===== src/feLoaderDefines.svh =====
// Loader constants for character codes, field widths and version locations
`ifndef FE_LOADER_DEFINES_SVH
`define FE_LOADER_DEFINES_SVH

////////////////////////////////////////
// Widths
////////////////////////////////////////

// Data word as sent by the front end
`define LD_WORD_BITS       16
// Payload bits carried by one ASCIIized character
`define LD_FIELD_BITS      6
`define LD_CHAR_BITS       7
`define LD_CRAM_ADDR_BITS  11
`define LD_DRAM_ADDR_BITS  8
// 80 data bits plus the CALL/DISP special field
`define LD_CRAM_BITS       86

// CRAM locations holding the microcode version
`define LD_VERSION_LOC0    11'o136
`define LD_VERSION_LOC1    11'o137

////////////////////////////////////////
// Separator characters
////////////////////////////////////////

`define LD_CHAR_COMMA      7'h2C
`define LD_CHAR_NEWLINE    7'h0A
`define LD_CHAR_CR         7'h0D
`define LD_CHAR_SPACE      7'h20
`define LD_CHAR_SEMI       7'h3B

`endif


===== src/feLoaderPkg.sv =====
// Shared loader types for words, addresses, RAM payloads and record kinds
`include "feLoaderDefines.svh"

package feLoaderPkg;

  typedef logic [`LD_WORD_BITS-1:0]      loadWordT;
  typedef logic [`LD_CHAR_BITS-1:0]      loadCharT;
  typedef logic [`LD_CRAM_ADDR_BITS-1:0] cramAddrT;
  typedef logic [`LD_DRAM_ADDR_BITS-1:0] dramAddrT;

  // Record type from the first character of a line
  typedef enum logic [2:0] {
    kindNone,
    kindCrama,
    kindDrama,
    kindZero,
    kindComment,
    kindUnknown
  } recordKindT;

  // CRAM word, special field on top, then CRAM bits 0-15 down to 64-79
  // Within each field the lowest CRAM bit number is the field's MSB
  typedef struct packed {
    logic [`LD_CRAM_BITS-5*`LD_WORD_BITS-1:0] special;
    loadWordT bits00to15;
    loadWordT bits16to31;
    loadWordT bits32to47;
    loadWordT bits48to63;
    loadWordT bits64to79;
  } cramWordT;

  // DRAM location pair as loaded by WDRAM
  typedef struct packed {
    loadWordT common;
    loadWordT odd;
    loadWordT even;
  } dramPairT;

endpackage


===== src/loadWordIf.sv =====
// Word bus carrying decoded load file words from decoder to line parser
`timescale 1ns/1ps

interface loadWordIf ();
  import feLoaderPkg::*;

  // One cycle strobe per published word
  logic       wordValid;
  loadWordT   word;
  // Position after the record letter, saturates at 255
  logic [7:0] wordIndex;
  recordKindT kind;
  // Newline strobe, may share a cycle with the last word
  logic       lineEnd;

  modport source (
    output wordValid, word, wordIndex, kind, lineEnd
  );

  modport sink (
    input wordValid, word, wordIndex, kind, lineEnd
  );

endinterface


===== src/asciiWordDecoder.sv =====
// Character stream decoder turning ASCIIized fields into 16-bit words
`timescale 1ns/1ps
`include "feLoaderDefines.svh"

module asciiWordDecoder (
  input  logic                  clk,
  input  logic                  arstN,
  input  logic                  charValid,
  input  feLoaderPkg::loadCharT charData,
  loadWordIf.source             words
);
  import feLoaderPkg::*;

  logic       inLineQ;
  logic       discardQ;
  recordKindT kindQ;
  loadWordT   accQ;
  logic [7:0] indexQ;

  logic       isNewline;
  logic       isComma;
  logic       isBlank;
  logic       publish;
  recordKindT letterKind;

  ////////////////////////////////////////
  // Character classes
  ////////////////////////////////////////

  always_comb begin
    isNewline = charData == `LD_CHAR_NEWLINE;
    isComma   = charData == `LD_CHAR_COMMA;
    isBlank   = (charData == `LD_CHAR_CR) || (charData == `LD_CHAR_SPACE);
    // A word ends on comma or newline inside a live line
    publish   = charValid && inLineQ && !discardQ && (isComma || isNewline);
    case (charData)
      7'h43:          letterKind = kindCrama;   // C
      7'h44:          letterKind = kindDrama;   // D
      7'h5A:          letterKind = kindZero;    // Z
      `LD_CHAR_SEMI:  letterKind = kindComment;
      default:        letterKind = kindUnknown;
    endcase
  end

  ////////////////////////////////////////
  // Line state and accumulator
  ////////////////////////////////////////

  always_ff @(posedge clk or negedge arstN) begin
    if (!arstN) begin
      inLineQ         <= 1'b0;
      discardQ        <= 1'b0;
      kindQ           <= kindNone;
      accQ            <= '0;
      indexQ          <= '0;
      words.wordValid <= 1'b0;
      words.lineEnd   <= 1'b0;
      words.kind      <= kindNone;
    end else begin
      words.wordValid <= publish;
      words.lineEnd   <= publish && isNewline;
      if (publish) begin
        words.kind <= kindQ;
      end
      if (charValid) begin
        if (isNewline) begin
          // End of line, comment or not
          inLineQ  <= 1'b0;
          discardQ <= 1'b0;
          accQ     <= '0;
          indexQ   <= '0;
        end else if (discardQ || isBlank) begin
          // Comment text, CR and space are dropped
        end else if (!inLineQ) begin
          inLineQ  <= 1'b1;
          kindQ    <= letterKind;
          discardQ <= letterKind == kindComment;
        end else if (isComma) begin
          accQ <= '0;
          if (indexQ != 8'hFF) begin
            indexQ <= indexQ + 8'd1;
          end
        end else begin
          // First character is most significant
          accQ <= {accQ[`LD_WORD_BITS-`LD_FIELD_BITS-1:0], charData[`LD_FIELD_BITS-1:0]};
        end
      end
    end
  end

  // Published word and its position
  always_ff @(posedge clk) begin
    if (publish) begin
      words.word      <= accQ;
      words.wordIndex <= indexQ;
    end
  end

endmodule


===== src/feLoaderTop.sv =====
// Microcode loader top, character stream in and CRAM/DRAM writes out
`timescale 1ns/1ps

module feLoaderTop (
  input  logic                  clk,
  input  logic                  arstN,
  input  logic                  charValid,
  input  feLoaderPkg::loadCharT charData,
  output logic                  cramWe,
  output feLoaderPkg::cramAddrT cramAddr,
  output feLoaderPkg::cramWordT cramData,
  output logic                  dramWe,
  output feLoaderPkg::dramAddrT dramAddr,
  output feLoaderPkg::dramPairT dramData,
  output logic                  checksumError,
  output logic                  recordError,
  output logic                  versionValid,
  output logic [5:0]            majorVersion,
  output logic [2:0]            minorVersion,
  output logic [8:0]            editNumber
);
  import feLoaderPkg::*;

  loadWordIf wordBus ();

  logic     cramDataValid;
  loadWordT cramDataWord;
  cramAddrT cramLineAddr;
  logic     dramDataValid;
  loadWordT dramDataWord;
  dramAddrT dramLineAddr;

  ////////////////////////////////////////
  // Decode and parse
  ////////////////////////////////////////

  asciiWordDecoder decoder (
    .clk       (clk),
    .arstN     (arstN),
    .charValid (charValid),
    .charData  (charData),
    .words     (wordBus.source)
  );

  loadLineParser parser (
    .clk           (clk),
    .arstN         (arstN),
    .words         (wordBus.sink),
    .cramDataValid (cramDataValid),
    .cramDataWord  (cramDataWord),
    .cramLineAddr  (cramLineAddr),
    .dramDataValid (dramDataValid),
    .dramDataWord  (dramDataWord),
    .dramLineAddr  (dramLineAddr),
    .checksumError (checksumError),
    .recordError   (recordError)
  );

  ////////////////////////////////////////
  // Location assembly
  ////////////////////////////////////////

  // Six words per CRAM location
  ramWordAssembler #(
    .payloadT (cramWordT),
    .addrT    (cramAddrT)
  ) cramAssembler (
    .clk       (clk),
    .arstN     (arstN),
    .dataValid (cramDataValid),
    .dataWord  (cramDataWord),
    .lineAddr  (cramLineAddr),
    .we        (cramWe),
    .writeAddr (cramAddr),
    .writeData (cramData)
  );

  // Three words per DRAM pair
  ramWordAssembler #(
    .payloadT (dramPairT),
    .addrT    (dramAddrT)
  ) dramAssembler (
    .clk       (clk),
    .arstN     (arstN),
    .dataValid (dramDataValid),
    .dataWord  (dramDataWord),
    .lineAddr  (dramLineAddr),
    .we        (dramWe),
    .writeAddr (dramAddr),
    .writeData (dramData)
  );

  ucodeVersionCapture versionCapture (
    .clk          (clk),
    .arstN        (arstN),
    .cramWe       (cramWe),
    .cramAddr     (cramAddr),
    .cramData     (cramData),
    .versionValid (versionValid),
    .majorVersion (majorVersion),
    .minorVersion (minorVersion),
    .editNumber   (editNumber)
  );

endmodule


===== src/loadLineParser.sv =====
// Line parser checking word count and checksum and routing addressed data words
`timescale 1ns/1ps
`include "feLoaderDefines.svh"

module loadLineParser (
  input  logic                  clk,
  input  logic                  arstN,
  loadWordIf.sink               words,
  output logic                  cramDataValid,
  output feLoaderPkg::loadWordT cramDataWord,
  output feLoaderPkg::cramAddrT cramLineAddr,
  output logic                  dramDataValid,
  output feLoaderPkg::loadWordT dramDataWord,
  output feLoaderPkg::dramAddrT dramLineAddr,
  output logic                  checksumError,
  output logic                  recordError
);
  import feLoaderPkg::*;

  // Words per location, from the payload widths
  localparam int CramWordsPerLoc = ($bits(cramWordT) + `LD_WORD_BITS - 1) / `LD_WORD_BITS;
  localparam int DramWordsPerLoc = ($bits(dramPairT) + `LD_WORD_BITS - 1) / `LD_WORD_BITS;

  loadWordT   wcQ;
  loadWordT   sumQ;
  logic [2:0] subCountQ;
  cramAddrT   cramAddrQ;
  dramAddrT   dramAddrQ;
  logic       checksumSeenQ;

  loadWordT   position;
  loadWordT   sumNext;
  logic       knownKind;
  logic       isData;
  logic       isChecksum;
  logic       isExtra;
  logic       locDone;
  logic [2:0] lastSub;

  ////////////////////////////////////////
  // Word classification
  ////////////////////////////////////////

  always_comb begin
    position   = loadWordT'(words.wordIndex);
    knownKind  = (words.kind == kindCrama) || (words.kind == kindDrama) ||
                 (words.kind == kindZero);
    // Data words sit at positions 2 through WC+1, checksum at WC+2
    isData     = words.wordValid && (position >= 2) && ((position - loadWordT'(2)) < wcQ);
    isChecksum = words.wordValid && (position >= 2) && ((position - loadWordT'(2)) == wcQ);
    isExtra    = words.wordValid && (position >= 2) && ((position - loadWordT'(2)) > wcQ);
    // Running sum including the word now arriving
    if (!words.wordValid) begin
      sumNext = sumQ;
    end else if (position == 0) begin
      sumNext = words.word;
    end else begin
      sumNext = sumQ + words.word;
    end
    lastSub = (words.kind == kindDrama) ? 3'(DramWordsPerLoc - 1) : 3'(CramWordsPerLoc - 1);
    locDone = subCountQ == lastSub;
  end

  ////////////////////////////////////////
  // Line state, addresses and flags
  ////////////////////////////////////////

  always_ff @(posedge clk or negedge arstN) begin
    if (!arstN) begin
      wcQ           <= '0;
      sumQ          <= '0;
      subCountQ     <= '0;
      cramAddrQ     <= '0;
      dramAddrQ     <= '0;
      checksumSeenQ <= 1'b0;
      cramDataValid <= 1'b0;
      dramDataValid <= 1'b0;
      checksumError <= 1'b0;
      recordError   <= 1'b0;
    end else begin
      cramDataValid <= isData && (words.kind == kindCrama);
      dramDataValid <= isData && (words.kind == kindDrama);
      if (words.wordValid) begin
        sumQ <= sumNext;
      end
      if (words.wordValid && (position == 0)) begin
        wcQ <= words.word;
      end
      // Nonzero ADR restarts, zero ADR continues from the last address
      if (words.wordValid && (position == 1)) begin
        subCountQ <= '0;
        if ((words.word != '0) && (wcQ != '0)) begin
          if (words.kind == kindCrama) begin
            cramAddrQ <= cramAddrT'(words.word);
          end
          if (words.kind == kindDrama) begin
            dramAddrQ <= dramAddrT'(words.word);
          end
        end
      end
      // Step the address after each whole location
      if (isData) begin
        if (locDone) begin
          subCountQ <= '0;
          if (words.kind == kindCrama) begin
            cramAddrQ <= cramAddrQ + cramAddrT'(1);
          end
          if (words.kind == kindDrama) begin
            dramAddrQ <= dramAddrQ + dramAddrT'(2);
          end
        end else begin
          subCountQ <= subCountQ + 3'd1;
        end
      end
      if (isChecksum) begin
        checksumSeenQ <= 1'b1;
      end
      if (words.lineEnd) begin
        checksumSeenQ <= 1'b0;
      end
      // Sticky error flags
      if (words.lineEnd && knownKind && (sumNext != '0)) begin
        checksumError <= 1'b1;
      end
      if (words.wordValid && (words.kind == kindUnknown)) begin
        recordError <= 1'b1;
      end
      if (isExtra) begin
        recordError <= 1'b1;
      end
      // Line ended before its checksum word
      if (words.lineEnd && knownKind && !(checksumSeenQ || isChecksum)) begin
        recordError <= 1'b1;
      end
    end
  end

  // Data word and location address toward the assemblers
  always_ff @(posedge clk) begin
    if (isData) begin
      cramDataWord <= words.word;
      cramLineAddr <= cramAddrQ;
      dramDataWord <= words.word;
      dramLineAddr <= dramAddrQ;
    end
  end

endmodule


===== src/ramWordAssembler.sv =====
// RAM word assembler collecting 16-bit words into one addressed payload write
`timescale 1ns/1ps
`include "feLoaderDefines.svh"

module ramWordAssembler #(
  parameter type payloadT = feLoaderPkg::dramPairT,
  parameter type addrT    = feLoaderPkg::dramAddrT
) (
  input  logic                  clk,
  input  logic                  arstN,
  input  logic                  dataValid,
  input  feLoaderPkg::loadWordT dataWord,
  input  addrT                  lineAddr,
  output logic                  we,
  output addrT                  writeAddr,
  output payloadT               writeData
);
  import feLoaderPkg::*;

  localparam int PayloadBits     = $bits(payloadT);
  // Whole words needed to cover the payload
  localparam int WordsPerPayload = (PayloadBits + `LD_WORD_BITS - 1) / `LD_WORD_BITS;
  localparam int CountBits       = (WordsPerPayload > 1) ? $clog2(WordsPerPayload) : 1;

  loadWordT [WordsPerPayload-1:0] shiftQ;
  logic     [CountBits-1:0]       countQ;
  logic                           lastWord;

  assign lastWord = countQ == CountBits'(WordsPerPayload - 1);

  ////////////////////////////////////////
  // Word count and write strobe
  ////////////////////////////////////////

  always_ff @(posedge clk or negedge arstN) begin
    if (!arstN) begin
      countQ <= '0;
      we     <= 1'b0;
    end else begin
      we <= dataValid && lastWord;
      if (dataValid) begin
        if (lastWord) begin
          countQ <= '0;
        end else begin
          countQ <= countQ + CountBits'(1);
        end
      end
    end
  end

  // Newest word enters on top, older words move down
  always_ff @(posedge clk) begin
    if (dataValid) begin
      shiftQ <= {dataWord, shiftQ[WordsPerPayload-1:1]};
      if (lastWord) begin
        writeAddr <= lineAddr;
      end
    end
  end

  // Payload is the low bits of the full register
  assign writeData = payloadT'(PayloadBits'(shiftQ));

endmodule


===== src/ucodeVersionCapture.sv =====
// Microcode version capture from CRAM writes to locations 136 and 137
`timescale 1ns/1ps
`include "feLoaderDefines.svh"

module ucodeVersionCapture (
  input  logic                  clk,
  input  logic                  arstN,
  input  logic                  cramWe,
  input  feLoaderPkg::cramAddrT cramAddr,
  input  feLoaderPkg::cramWordT cramData,
  output logic                  versionValid,
  output logic [5:0]            majorVersion,
  output logic [2:0]            minorVersion,
  output logic [8:0]            editNumber
);

  logic       seenLoc0Q;
  logic       hitLoc0;
  logic       hitLoc1;
  logic [2:0] fieldA;
  logic [2:0] fieldB;
  logic [2:0] fieldC;

  // CRAM bit n of a field is its bit (last field bit - n)
  always_comb begin
    fieldA  = cramData.bits16to31[2:0];    // CRAM 29-31
    fieldB  = cramData.bits32to47[14:12];  // CRAM 33-35
    fieldC  = cramData.bits32to47[10:8];   // CRAM 37-39
    hitLoc0 = cramWe && (cramAddr == `LD_VERSION_LOC0);
    hitLoc1 = cramWe && (cramAddr == `LD_VERSION_LOC1);
  end

  always_ff @(posedge clk or negedge arstN) begin
    if (!arstN) begin
      seenLoc0Q    <= 1'b0;
      versionValid <= 1'b0;
    end else begin
      if (hitLoc0) begin
        seenLoc0Q <= 1'b1;
      end
      // Valid only once both locations have been loaded in order
      if (hitLoc1 && seenLoc0Q) begin
        versionValid <= 1'b1;
      end
    end
  end

  // Version fields
  always_ff @(posedge clk) begin
    if (hitLoc0) begin
      majorVersion <= {fieldA, fieldB};
      minorVersion <= fieldC;
    end
    if (hitLoc1) begin
      editNumber <= {fieldA, fieldB, fieldC};
    end
  end

endmodule

===== config.mk =====
export PLATFORM = sky130hd
export DESIGN_NAME = feLoaderTop
export DESIGN_NICKNAME = d
export VERILOG_FILES = /design/src/feLoaderPkg.sv /design/src/loadWordIf.sv /design/src/asciiWordDecoder.sv /design/src/feLoaderTop.sv /design/src/loadLineParser.sv /design/src/ramWordAssembler.sv /design/src/ucodeVersionCapture.sv
export VERILOG_INCLUDE_DIRS = /design/src
export SDC_FILE = /design/constraint.sdc
export NUM_CORES = 1
export LEC_CHECK = 0
export BUFFER_PORTS_ARGS = -buffer_cell sky130_fd_sc_hd__buf_4
export CORE_ASPECT_RATIO = 0.6
export CORE_MARGIN = 10
export CORE_UTILIZATION = 48
export CTS_CLUSTER_DIAMETER = 60
export DETAILED_ROUTE_END_ITERATION = 16
export PLACE_DENSITY = 0.67
export RECOVER_POWER = 50
export SYNTH_ARGS = -nofsm -noshare
export SYNTH_HDL_FRONTEND = slang
export SYNTH_HIERARCHICAL = 1
export SYNTH_SLANG_ARGS = --single-unit

===== constraint.sdc =====
create_clock -name clk -period 4.5 [get_ports clk]
set_clock_uncertainty 0.05 [all_clocks]
set_input_delay 0.675 -clock clk [delete_from_list [all_inputs] [get_ports clk]]
set_output_delay 0.675 -clock clk [all_outputs]
set_load 0.05 [all_outputs]

# Word-level counts from Yosys, hierarchy flattened

Cells that the tools add are included.
Widths: inputs -> output; s select.

Bits in registers: 342
Input port bits: 10
Word-level logic and storage cells: 168

$add $sub $neg: 8
Magnitude comparators: 3
Equal/unequal tests: 23
Mux-type cells: 40
Bitwise gates (word level): 3
Reduce and logical (&&, ||, !) cells: 48

Operators by type and width:

| cell                  | number |
|---|---|
| $mux 16               | 6 |
| $mux 8                | 11 |
| $mux 11               | 6 |
| $reduce_bool 16->1    | 3 |
| $eq 11x7->1 const B   | 2 |
| $logic_and 1x1->1     | 22 |
| $eq 7x6->1 const B    | 3 |
| $eq 7x7->1 const B    | 3 |
| $add 16x16->16        | 1 |
| $eq 16x16->1          | 1 |
| $gt 16x16->1          | 1 |
| $logic_not 16->1      | 1 |
| $lt 16x16->1          | 1 |
| $mux 3                | 5 |
| $eq 7x4->1 const B    | 2 |
| $pmux 3 s4            | 1 |
| $add 11x1->11 const B | 1 |
| $mux 1                | 10 |
| $reduce_bool 2->1     | 5 |
| $eq 3x3->1 const B    | 3 |
| $sub 8x2->9 const B   | 1 |
| $add 8x1->8 const B   | 1 |
| $add 8x2->8 const B   | 1 |
| $eq 8x1->1 const B    | 1 |
| other kinds (20)      | 33 |

# Logic depth before layout (Yosys ltp)

Gate-level depths: netlist of the first run.

Depth after elaboration: 7
Gate-level depth with buffers: 16

# Modules after synthesis

The synthesis of the first run kept the hierarchy.

Modules (own cells, without submodules):

| module                            | instances | cells each | area an instance (um^2) |
|---|---|---|---|
| loadLineParser                    | 1         | 529        | 5326.4 |
| ramWordAssembler at cramAssembler | 1         | 204        | 4021.4 |
| asciiWordDecoder                  | 1         | 202        | 2578.7 |
| ramWordAssembler at dramAssembler | 1         | 64         | 1799.2 |
| ucodeVersionCapture               | 1         | 31         | 679.4 |

# Worst setup path before layout of the first run

Ideal clock, no wire load.

Kind: reg-to-reg
Start point: reg parser.cramDataValid
End point: reg cramAssembler/writeAddr[0] (netlist name) (enable)
Setup time: 0.398 ns
Arrival: 3.582 ns
Path slack: 0.471 ns
Cell stages (with the launch flop): 3
Period minus slack after synthesis: 4.029 ns
Path through: dfrtp_1 -> nand2_2 -> nor3b_1

Word-level cells in the longest chain between the ends: 1

RTL lines:

| item                              | RTL line               | source |
|---|---|---|
| start: declaration                | loadLineParser.sv:9    | `output logic cramDataValid,` |
| start signal: assignment          | loadLineParser.sv:81   | `cramDataValid <= isData && (words.kind == kindCrama);` |
| $reduce_and 2->1 (no source line) | -                      |  |
| end signal: assignment            | ramWordAssembler.sv:56 | `writeAddr <= lineAddr;` |
| end: declaration                  | ramWordAssembler.sv:15 | `output addrT writeAddr,` |

No other way between the ends.
A chain may end at the register's enable or synchronous reset.

# Worst setup path in the final report of the first run

Start point: reg decoder.words.word[0]
End point: reg parser.checksumError

Word-level cells in the longest chain between the ends: 5

RTL lines:

| item                     | RTL line               | source |
|---|---|---|
| start: declaration       | loadWordIf.sv:17       | `output wordValid, word, wordIndex, kind, lineEnd` |
| start signal: assignment | asciiWordDecoder.sv:94 | `words.word <= accQ;` |
| $add 16x16->16           | loadLineParser.sv:58   | `sumNext = sumQ + words.word;` |
| $mux 16 (*)              | loadLineParser.sv:55   | `end else if (position == 0) begin` |
| $mux 16 (*)              | loadLineParser.sv:53   | `if (!words.wordValid) begin` |
| $reduce_bool 16->1 (*)   | loadLineParser.sv:122  | `if (words.lineEnd && knownKind && (sumNext != '0)) begin` |
| $logic_and 1x1->1 (*)    | loadLineParser.sv:122  |  |
| end signal: assignment   | loadLineParser.sv:78   | `checksumError <= 1'b0;` |
| end signal: assignment   | loadLineParser.sv:123  | `checksumError <= 1'b1;` |
| end: declaration         | loadLineParser.sv:15   | `output logic checksumError,` |

Mark *: on every way between the ends. The rest lies on a longest branch, timed or not.

==> reports/qor.csv, run 1 <==
metric,value,unit
p_leak,6.576,nW
final-max-slew-violation-count,118,
ys_seq_area_share,67.75,%
drive_gt1_share,24.40,%
syn_area,14410,um^2
syn-instance-count,1030,
drc,0,
finalPower,6.391,mW
synth.distinct_cells,84,
relSlewSlack,-39.46,%
vias,8582,
antenna_found_initial,0,
peakVddDrop,0.3043,mV
place_area,15580,um^2
hold_buffers,0,
coreArea,29730,um^2
hpwl,22420,um
die-area,37570,um^2
nets,1182,
io_pins,186,
root_buffer,clkbuf_16,
tightest_slew,2.092,ns
worst-path-max-fanout,7,
h-tree-depth,1,
stdcell_area,16500,um^2
detail_route.vias_per_cell,5.459,
start_util,48.45,%
setup_tns,0,ns
cts_tree,yes,
die_y,154.2,um
final_cell_mix,"edfxtp_1, buf_4, dfrtp_1",
numCtsBuffers,31,
avgSynthCellArea,13.99,um^2
floorplan.rows,49,
start_kind,flop,
io_buffers,185,
status,"finished, violations left",
synth_warnings,6,
finalSetupViolCount,0,
fmax,0.2423,GHz
n_fill_cell,2432,
cts_post_setup_buffers_inserted,0,
wl_per_cell,20.09,um
post-route-min-period,4.127,ns
gp_congestion,0.8815,
ys_ff_latch,342,
power_density,387.4,nW/um^2
drt-initial-drc-count,718,
final_common_cell,edfxtp_1,
drt-total-wl,31590,um
postRouteAntennaNets,0,
required,4.88,ns
worstHoldPathType,reg -> reg,
drt_pass1_iterations,4,
grt_pass1_wl,49450,um
grt_pass1_vias,8450,
cts.repair.resized,0,
arrival,4.51,ns
period_share,91.71,%
synth_edf_count,240,
grt-ovfl-total,0,
violations,"capacitance limit, slew limit",
clk_pin_slew,0.06,ns
cp-end-kind,flop,
track_usage,16.19,%
syn_nets,1072,
clk_latency,0.56,ns
grt_max_degree,52,
rsz0062_at_grt,false,
cts_sinks,342,
path_class,reg -> reg,
synth_ff_type,edfxtp_1,
drv_cap,3,
cts_buffer_depth,3,
worst_hold_slack,0.3654,ns
finalHoldViolations,0,
die_x,243.6,um
synthArstFlopShare,29.82,%
area_growth,14.52,%
diodes,0,
==> cells by family (layout without fill, tap and decap cells) <==
family / count (synthesis) / count (layout) / share of synthesized area, %
AND/OR/NAND/NOR: 238 / 238 / 8.912
buffers and inverters: 180 / 314 / 7.522
multiplexers: 34 / 34 / 2.649
AO/OA/AOI/OAI: 187 / 187 / 9.303
adder cells (fa/ha/maj): 32 / 32 / 2.832
XOR/XNOR: 17 / 17 / 1.034
flip-flops: 342 / 342 / 67.75
==> worst paths after layout <==
check,startpoint,to,slack [ns],cells after the start
max,decoder/words.word[0],parser/checksumError,0.37,11
min,cramAssembler/shiftQ[93],cramAssembler/writeData[77],0.37,0
max reg2reg,decoder/words.word[0],parser/checksumError,0.37,11
min reg2reg,cramAssembler/shiftQ[93],cramAssembler/writeData[77],0.37,0
max in group asynchronous,arstN,decoder/accQ[11],1.67,2
min in group asynchronous,arstN,versionCapture/versionValid,0.55,1
==> flip-flops by register name, summed over array words and instances, names as in the netlist, 16 cells and up <==
register	cells
cramAssembler/writeData	86
dramAssembler/writeData	48
decoder/accQ	16
decoder/words.word	16
parser/dramDataWord	16
parser/sumQ	16
parser/wcQ	16
==> cell usage after synthesis (3+ instances only) <==
cell / count / share of area (%)
and4_1: 3 / 0.18
dfrtp_1: 102 / 18
and2_1: 3 / 0.13
o31ai_1: 5 / 0.26
nand2_1: 49 / 1.3
a211oi_1: 9 / 0.47
xor2_1: 7 / 0.43
nor4b_1: 3 / 0.18
nor2b_1: 11 / 0.48
a41o_1: 3 / 0.21
clkbuf_1: 12 / 0.31
edfxtp_1: 240 / 50
buf_4: 102 / 5.3
nor3_1: 21 / 0.73
o21ai_0: 34 / 1.2
nor2_1: 56 / 1.5
or4_1: 5 / 0.26
nand3_1: 19 / 0.66
nor3b_1: 5 / 0.26
o21ai_1: 3 / 0.10
or3_1: 7 / 0.30
a31oi_1: 14 / 0.61
mux2_4: 3 / 0.31
o221ai_1: 14 / 0.85
a311oi_1: 3 / 0.18
nand4_1: 8 / 0.35
a21o_1: 9 / 0.47
mux2i_1: 10 / 0.69
o21a_1: 6 / 0.31
and3_1: 8 / 0.35
xnor2_1: 10 / 0.61
nand2b_1: 3 / 0.13
o211ai_1: 14 / 0.73
a211o_1: 3 / 0.18
ha_1: 31 / 2.7
buf_2: 8 / 0.28
nor4_1: 11 / 0.48
a2111oi_0: 4 / 0.24
a221oi_1: 4 / 0.24
a21oi_1: 31 / 1.1
or2_2: 6 / 0.26
inv_1: 55 / 1.4
o311a_1: 3 / 0.21
nand3b_1: 4 / 0.21
mux2_2: 21 / 1.6
==> per-layer routing <==
layer,global-route usage [%],routed length (um),vias up
met1,24.50,15400,4262
met2,23.48,13680,293
li1,-,-,3980
met4,3.093,474,0
met5,0,0,-
met3,3.595,2032,47
==> worst max-delay path, stage by stage, from the launching register on <==
cell,delay (ns)
edfxtp_1,0.52
ha_1,0.30
fa_1,0.43
a211oi_1,0.33
o21ai_0,0.15
a221o_1,0.35
and2_1,0.20
mux2i_1,0.19
a21oi_1,0.11
or4_1,0.54
or4_1,0.49
o32a_1,0.34
==> stage by stage <==
step	worst slack [ns]	utilization (%)	cells
finish	0.3732	55.48	1572
global route	0.2171	55.48	1572
CTS	0.4317	55.69	1572
detailed placement	0.4539	52.41	1515
global placement	0.5652	52.41	1515
floorplan	0.4707	-	1030
==> area by class of cell <==
class | count | area [um^2] | share of cell area [%]
clock buffer | 40 | 819.5 | 4.968
tap | 408 | 510.5 | 3.094
clock inverter | 17 | 155.1 | 0.9405
multi-input combinational | 508 | 3550 | 21.52
timing repair buffer | 202 | 1496 | 9.071
inverter | 55 | 206.4 | 1.251
sequential | 342 | 9759 | 59.16
==> power by group <==
part           total (mW)  switching [mW]  internal, mW
logic               0.389           0.228         0.160
clock network        2.54            1.13          1.41
registers            3.46          0.0560          3.41
(Power assumes the default switching activity.)
==> run 2, diff against run 1 <==
Settings changed: CTS_BUF_LIST from default to sky130_fd_sc_hd__clkbuf_8 sky130_fd_sc_hd__clkbuf_16.
==> run 2 against run 1 <==
  * The flow still finishes with violations (capacitance limit, slew limit)
  * Combinational power about the same
  * Total power decreased by 0.29%
  * Highest routed layer unchanged
  * Critical path depth unchanged
  * Sequential share of layout area unchanged
  * Sequential cell count unchanged
  * First-iteration DRC count increased by 0.14%
  * Die area unchanged
  * Global-route usage unchanged
  * Largest power group unchanged
  * Register-to-register slack improved by 0.02 ns
==> reports/qor.csv, run 2 (synthesis gave the netlist of run 1 again) <==
metric,value,unit
path_class,reg -> reg,
postRouteAntennaNets,0,
arrival,4.49,ns
post-route-min-period,4.103,ns
grt_pass1_vias,8450,
worst-path-max-fanout,7,
netSwitchingFraction,22.23,%
drc,0,
io_pins,186,
finalSetupViolCount,0,
cp-end-kind,flop,
worst-path-buf-inv,0,
root_buffer,clkbuf_16,
area_growth,14.52,%
h-tree-depth,1,
finish.utilization,55.48,%
grt-ovfl-total,0,
cts_buffer_depth,3,
worst_path_largest_cell_delay,0.54,ns
hold_buffers,0,
detail_route.vias_per_cell,5.453,
largest_reg_flops,86,
n_fill_cell,2432,
crit_chain,"ha_1, fa_1, a211oi_1, o21ai_0, a221o_1, and2_1, mux2i_1, a21oi_1, or4_1, or4_1, o32a_1",
die-area,37570,um^2
wl_per_cell,20.07,um
drt_pass1_iterations,5,
fmax,0.2437,GHz
drive_gt1_share,24.40,%
required,4.88,ns
finalHoldViolations,0,
start_util,48.45,%
p_seq_share,54.3,%
p_leak,6.609,nW
cpLargestDelayFamily,compound AO/OA/AOI/OAI gates,
p_sw,1.417,mW
crit_slowest_cell,or4_1,
worstHoldPathType,reg -> reg,
grt_pass1_wl,49450,um
tightest_slew,2.092,ns
status,"finished, violations left",
setup_tns,0,ns
drv_cap,3,
period_share,91.17,%
vias,8572,
internal_power,4.956,mW
violations,"capacitance limit, slew limit",
final-max-slew-violation-count,118,
grt_max_degree,52,
dp.cells,1515,
hpwl,22420,um
start_kind,flop,
rsz0062_at_grt,false,
drt-initial-drc-count,719,
cts.repair.resized,0,
clk_latency,0.56,ns
drt-total-wl,31550,um
io_buffers,185,
die_y,154.2,um
track_usage,16.19,%
die_x,243.6,um
relSlewSlack,-39.46,%
nets,1182,
numCtsBuffers,31,
fin_cells,1572,
clk_pin_slew,0.06,ns
cts_tree,yes,
antenna_found_initial,0,
floorplan.rows,49,
p_comb_share,6.1,%
power_density,386.3,nW/um^2
cpMostUsedCell,or4_1,
clkPwrFrac,39.6,%
final_common_cell,edfxtp_1,
cts_post_setup_buffers_inserted,0,
worst_hold_slack,0.3657,ns
diodes,0,
final_cell_mix,"edfxtp_1, buf_4, dfrtp_1",
coreArea,29730,um^2
peakVddDrop,0.3040,mV
gp_congestion,0.8815,
cts_sinks,342,
-- run 2: worst reg2reg max path: stages, from the launching register on --
cell and delay (ns):
edfxtp_1 0.52, ha_1 0.30, fa_1 0.43, a211oi_1 0.31, o21ai_0 0.14, a221o_1 0.35
and2_1 0.20, mux2i_1 0.19, a21oi_1 0.11, or4_1 0.54, or4_1 0.49, o32a_1 0.34
-- run 2: power by group through the flow --
stage | combinational, mW | clock, mW | sequential (mW)
6_report | 0.388 | 2.52 | 3.46
5_1_grt | 0.433 | 2.71 | 3.47
4_1_cts | 0.384 | 2.59 | 3.46
3_5_place_dp | 0.382 | 0 | 3.53
3_3_place_gp | 0.374 | 0 | 3.52
2_1_floorplan | 0.276 | 0 | 3.51
-- run 2: final cells by class --
| class | count | area (um^2) | share of cell area, % |
|---|---|---|---|
| Clock inverter | 25 | 185.2 | 1.122 |
| Clock buffer | 32 | 789.5 | 4.786 |
| Sequential cell | 342 | 9759 | 59.16 |
| Tap cell | 408 | 510.5 | 3.094 |
| Timing Repair Buffer | 202 | 1496 | 9.071 |
| Inverter | 55 | 206.4 | 1.251 |
| Multi-Input combinational cell | 508 | 3550 | 21.52 |
-- run 2: per-stage QoR --
| stage | total power [mW] | setup slack (ns) | cell area, um^2 |
|---|---|---|---|
| floorplan | 3.788 | 0.4707 | 14410 |
| global placement | 3.897 | 0.5652 | 15580 |
| CTS | 6.431 | 0.4317 | 16560 |
| finish | 6.373 | 0.3973 | 16500 |
| detailed placement | 3.909 | 0.4539 | 15580 |
| global route | 6.616 | 0.2171 | 16500 |
-- run 2: worst paths after layout --
kind / startpoint / endpoint / slack, ns / cells after the start
hold reg to reg: cramAssembler/shiftQ[93] / cramAssembler/writeData[77] / 0.37 / 0
max in group asynchronous: arstN / decoder/indexQ[4] / 1.67 / 2
hold / removal: cramAssembler/shiftQ[93] / cramAssembler/writeData[77] / 0.37 / 0
setup / recovery: decoder/words.word[0] / parser/checksumError / 0.40 / 11
setup reg to reg: decoder/words.word[0] / parser/checksumError / 0.40 / 11
min in group asynchronous: arstN / versionCapture/versionValid / 0.55 / 1
-- run 2: per-layer routing --
layer  up-vias  part of all wire, %  track usage [%]
met1      4261                   49            24.50
met4         0                  1.5            3.093
li1       3976                    -                -
met2       288                   43            23.48
met3        47                  6.4            3.595
met5         -                    0                0
==> run 3, diff against run 2 <==
Settings changed: CTS_BUF_LIST sky130_fd_sc_hd__clkbuf_8 sky130_fd_sc_hd__clkbuf_16 to default, GPL_TIMING_DRIVEN from default to 0, MAX_ROUTING_LAYER from default to met4.
==> run 3 against run 2 <==
  * The run still ends with capacitance limit, slew limit left
  * Utilization increased by 3.0 points
  * Register-to-register slack got worse by 0.22 ns
  * Non-clock buffer count increased by 114
  * Count of clock-buffer cells in the layout increased by 3
  * Sequential power about the same
  * Worst setup slack got worse by 0.22 ns
  * Critical path depth unchanged
  * Sequential share of layout area decreased by 3.1 points
  * Wire length increased by 2.3%
  * Final area increased by 5.5%
  * First-iteration DRC count increased by 20%
  * Cell count increased by 7.3%
  * Critical path type unchanged
  * Highest routed layer unchanged
==> reports/qor.csv, run 3 (synthesis gave the netlist of run 1 again) <==
metric,value,unit
violations,"capacitance limit, slew limit",
start_kind,flop,
drt-initial-drc-count,862,
detail_route.vias_per_cell,5.330,
clk_latency,0.58,ns
drv_cap,3,
path_class,reg -> reg,
gp_congestion,0.9007,
io_buffers,184,
hp-start,charData[4],
p_leak,7.118,nW
largest_reg_flops,86,
numCtsBuffers,31,
postRouteAntennaNets,0,
grt-ovfl-total,0,
drive_gt1_share,30.57,%
floorplan.rows,49,
rsz0062_at_grt,false,
finalPower,6.614,mW
diodes,0,
root_buffer,clkbuf_16,
reg2regPathDepth,11,
cts_tree,yes,
period_share,96.09,%
crit_slowest_cell,edfxtp_1,
hold_path_depth,3,
worst-path-buf-inv,0,
worst_path_largest_cell_delay,0.52,ns
tightest_slew,2.505,ns
finalSetupViolCount,0,
coreArea,29730,um^2
cts_buffer_depth,3,
area_growth,20.79,%
arrival,4.72,ns
track_usage,17.14,%
grt_pass1_vias,8790,
drt_pass1_iterations,5,
drt-total-wl,32290,um
status,"finished, violations left",
drc,0,
hpwl,23000,um
die_y,154.2,um
start_util,48.45,%
die_x,243.6,um
antenna_found_initial,0,
grt_max_degree,103,
vias,8992,
nets,1296,
final_cell_mix,"buf_4, edfxtp_1, dfrtp_1",
worst_hold_slack,0.3608,ns
cts_sinks,342,
clk_pin_slew,0.07,ns
grt_pass1_wl,50360,um
n_fill_cell,2402,
cpMostUsedCell,or4_1,
cts.repair.resized,0,
post-route-min-period,4.324,ns
die-area,37570,um^2
worstHoldEndpoint,decoder/accQ[4],
crit_chain,"ha_1, fa_1, a211oi_1, o21ai_0, a221o_1, and2_1, mux2i_1, a21oi_1, or4_1, or4_1, o32a_1",
cpLargestDelayFamily,compound AO/OA/AOI/OAI gates,
cp-end-kind,flop,
worstHoldPathType,in -> reg,
wl_per_cell,19.14,um
multi_input_area,3567,um^2
r2r-end,parser/checksumError,
h-tree-depth,1,
r2r_start,decoder/words.word[0],
fmax,0.2313,GHz
worst-path-max-fanout,5,
relSlewSlack,-67.03,%
final_common_cell,buf_4,
finalHoldViolations,0,
peakVddDrop,0.3233,mV
reg2reg_slack,0.18,ns
power_density,380.1,nW/um^2
required,4.90,ns
finish.utilization,58.52,%
final-max-slew-violation-count,177,
ff_latch_area,9759,um^2
io_pins,186,
-- run 3: layout make-up --
class / instances / share of cell area (%)
multi-input combinational: 508 / 20.50
timing repair buffer: 191 / 8.291
inverter: 55 / 1.186
tap: 408 / 2.934
clock buffer: 35 / 4.660
sequential: 342 / 56.09
buffer: 125 / 4.846
clock inverter: 23 / 1.496
-- run 3: worst max path at each step --
stage,startpoint,to,slack [ns],depth (start not counted)
2_1_floorplan,parser/cramDataValid,cramAssembler/writeAddr[0],0.47,2
3_3_place_gp,parser/cramDataValid,cramAssembler/writeAddr[4],-0.85,2
3_5_place_dp,decoder/words.word[0],parser/checksumError,0.19,11
4_1_cts,decoder/words.word[0],parser/checksumError,0.18,11
5_1_grt,decoder/words.word[0],parser/checksumError,0.03,11
6_report,decoder/words.word[0],parser/checksumError,0.18,11
-- run 3: power by group --
| part | switching, mW | internal (mW) |
|---|---|---|
| Clock | 1.17 | 1.59 |
| Combinational | 0.229 | 0.162 |
| Sequential | 0.0535 | 3.41 |
| Total | 1.45 | 5.16 |
-- run 3: timing repair --
item,CTS,global route
hold endpoints to repair,0,7
setup endpoints to repair,0,1
hold buffers,0,1
setup buffers,0,1
-- run 3: metrics by stage --
step	setup TNS, ns	area [um^2]	std cells	setup slack, ns
floorplan	0	14410	1030	0.4707
global placement	-10.08	16300	1622	-0.8536
detailed placement	0	16380	1626	0.1878
CTS	0	17450	1684	0.1790
global route	0	17400	1687	0.03451
finish	0	17400	1687	0.1758
-- run 3: worst min-delay path: cells and delay by family --
| family | cells | cell delay, ns |
|---|---|---|
| buffers and inverters | 1 | 0.13 |
| AOI/OAI and AO/OA | 2 | 0.13 |
-- run 3: per-layer routing --
metal	global-route usage, %	wire, um
met1	24.69	15270
met4	3.741	679
met5	-	0
met2	24.64	14310
met3	3.560	2038
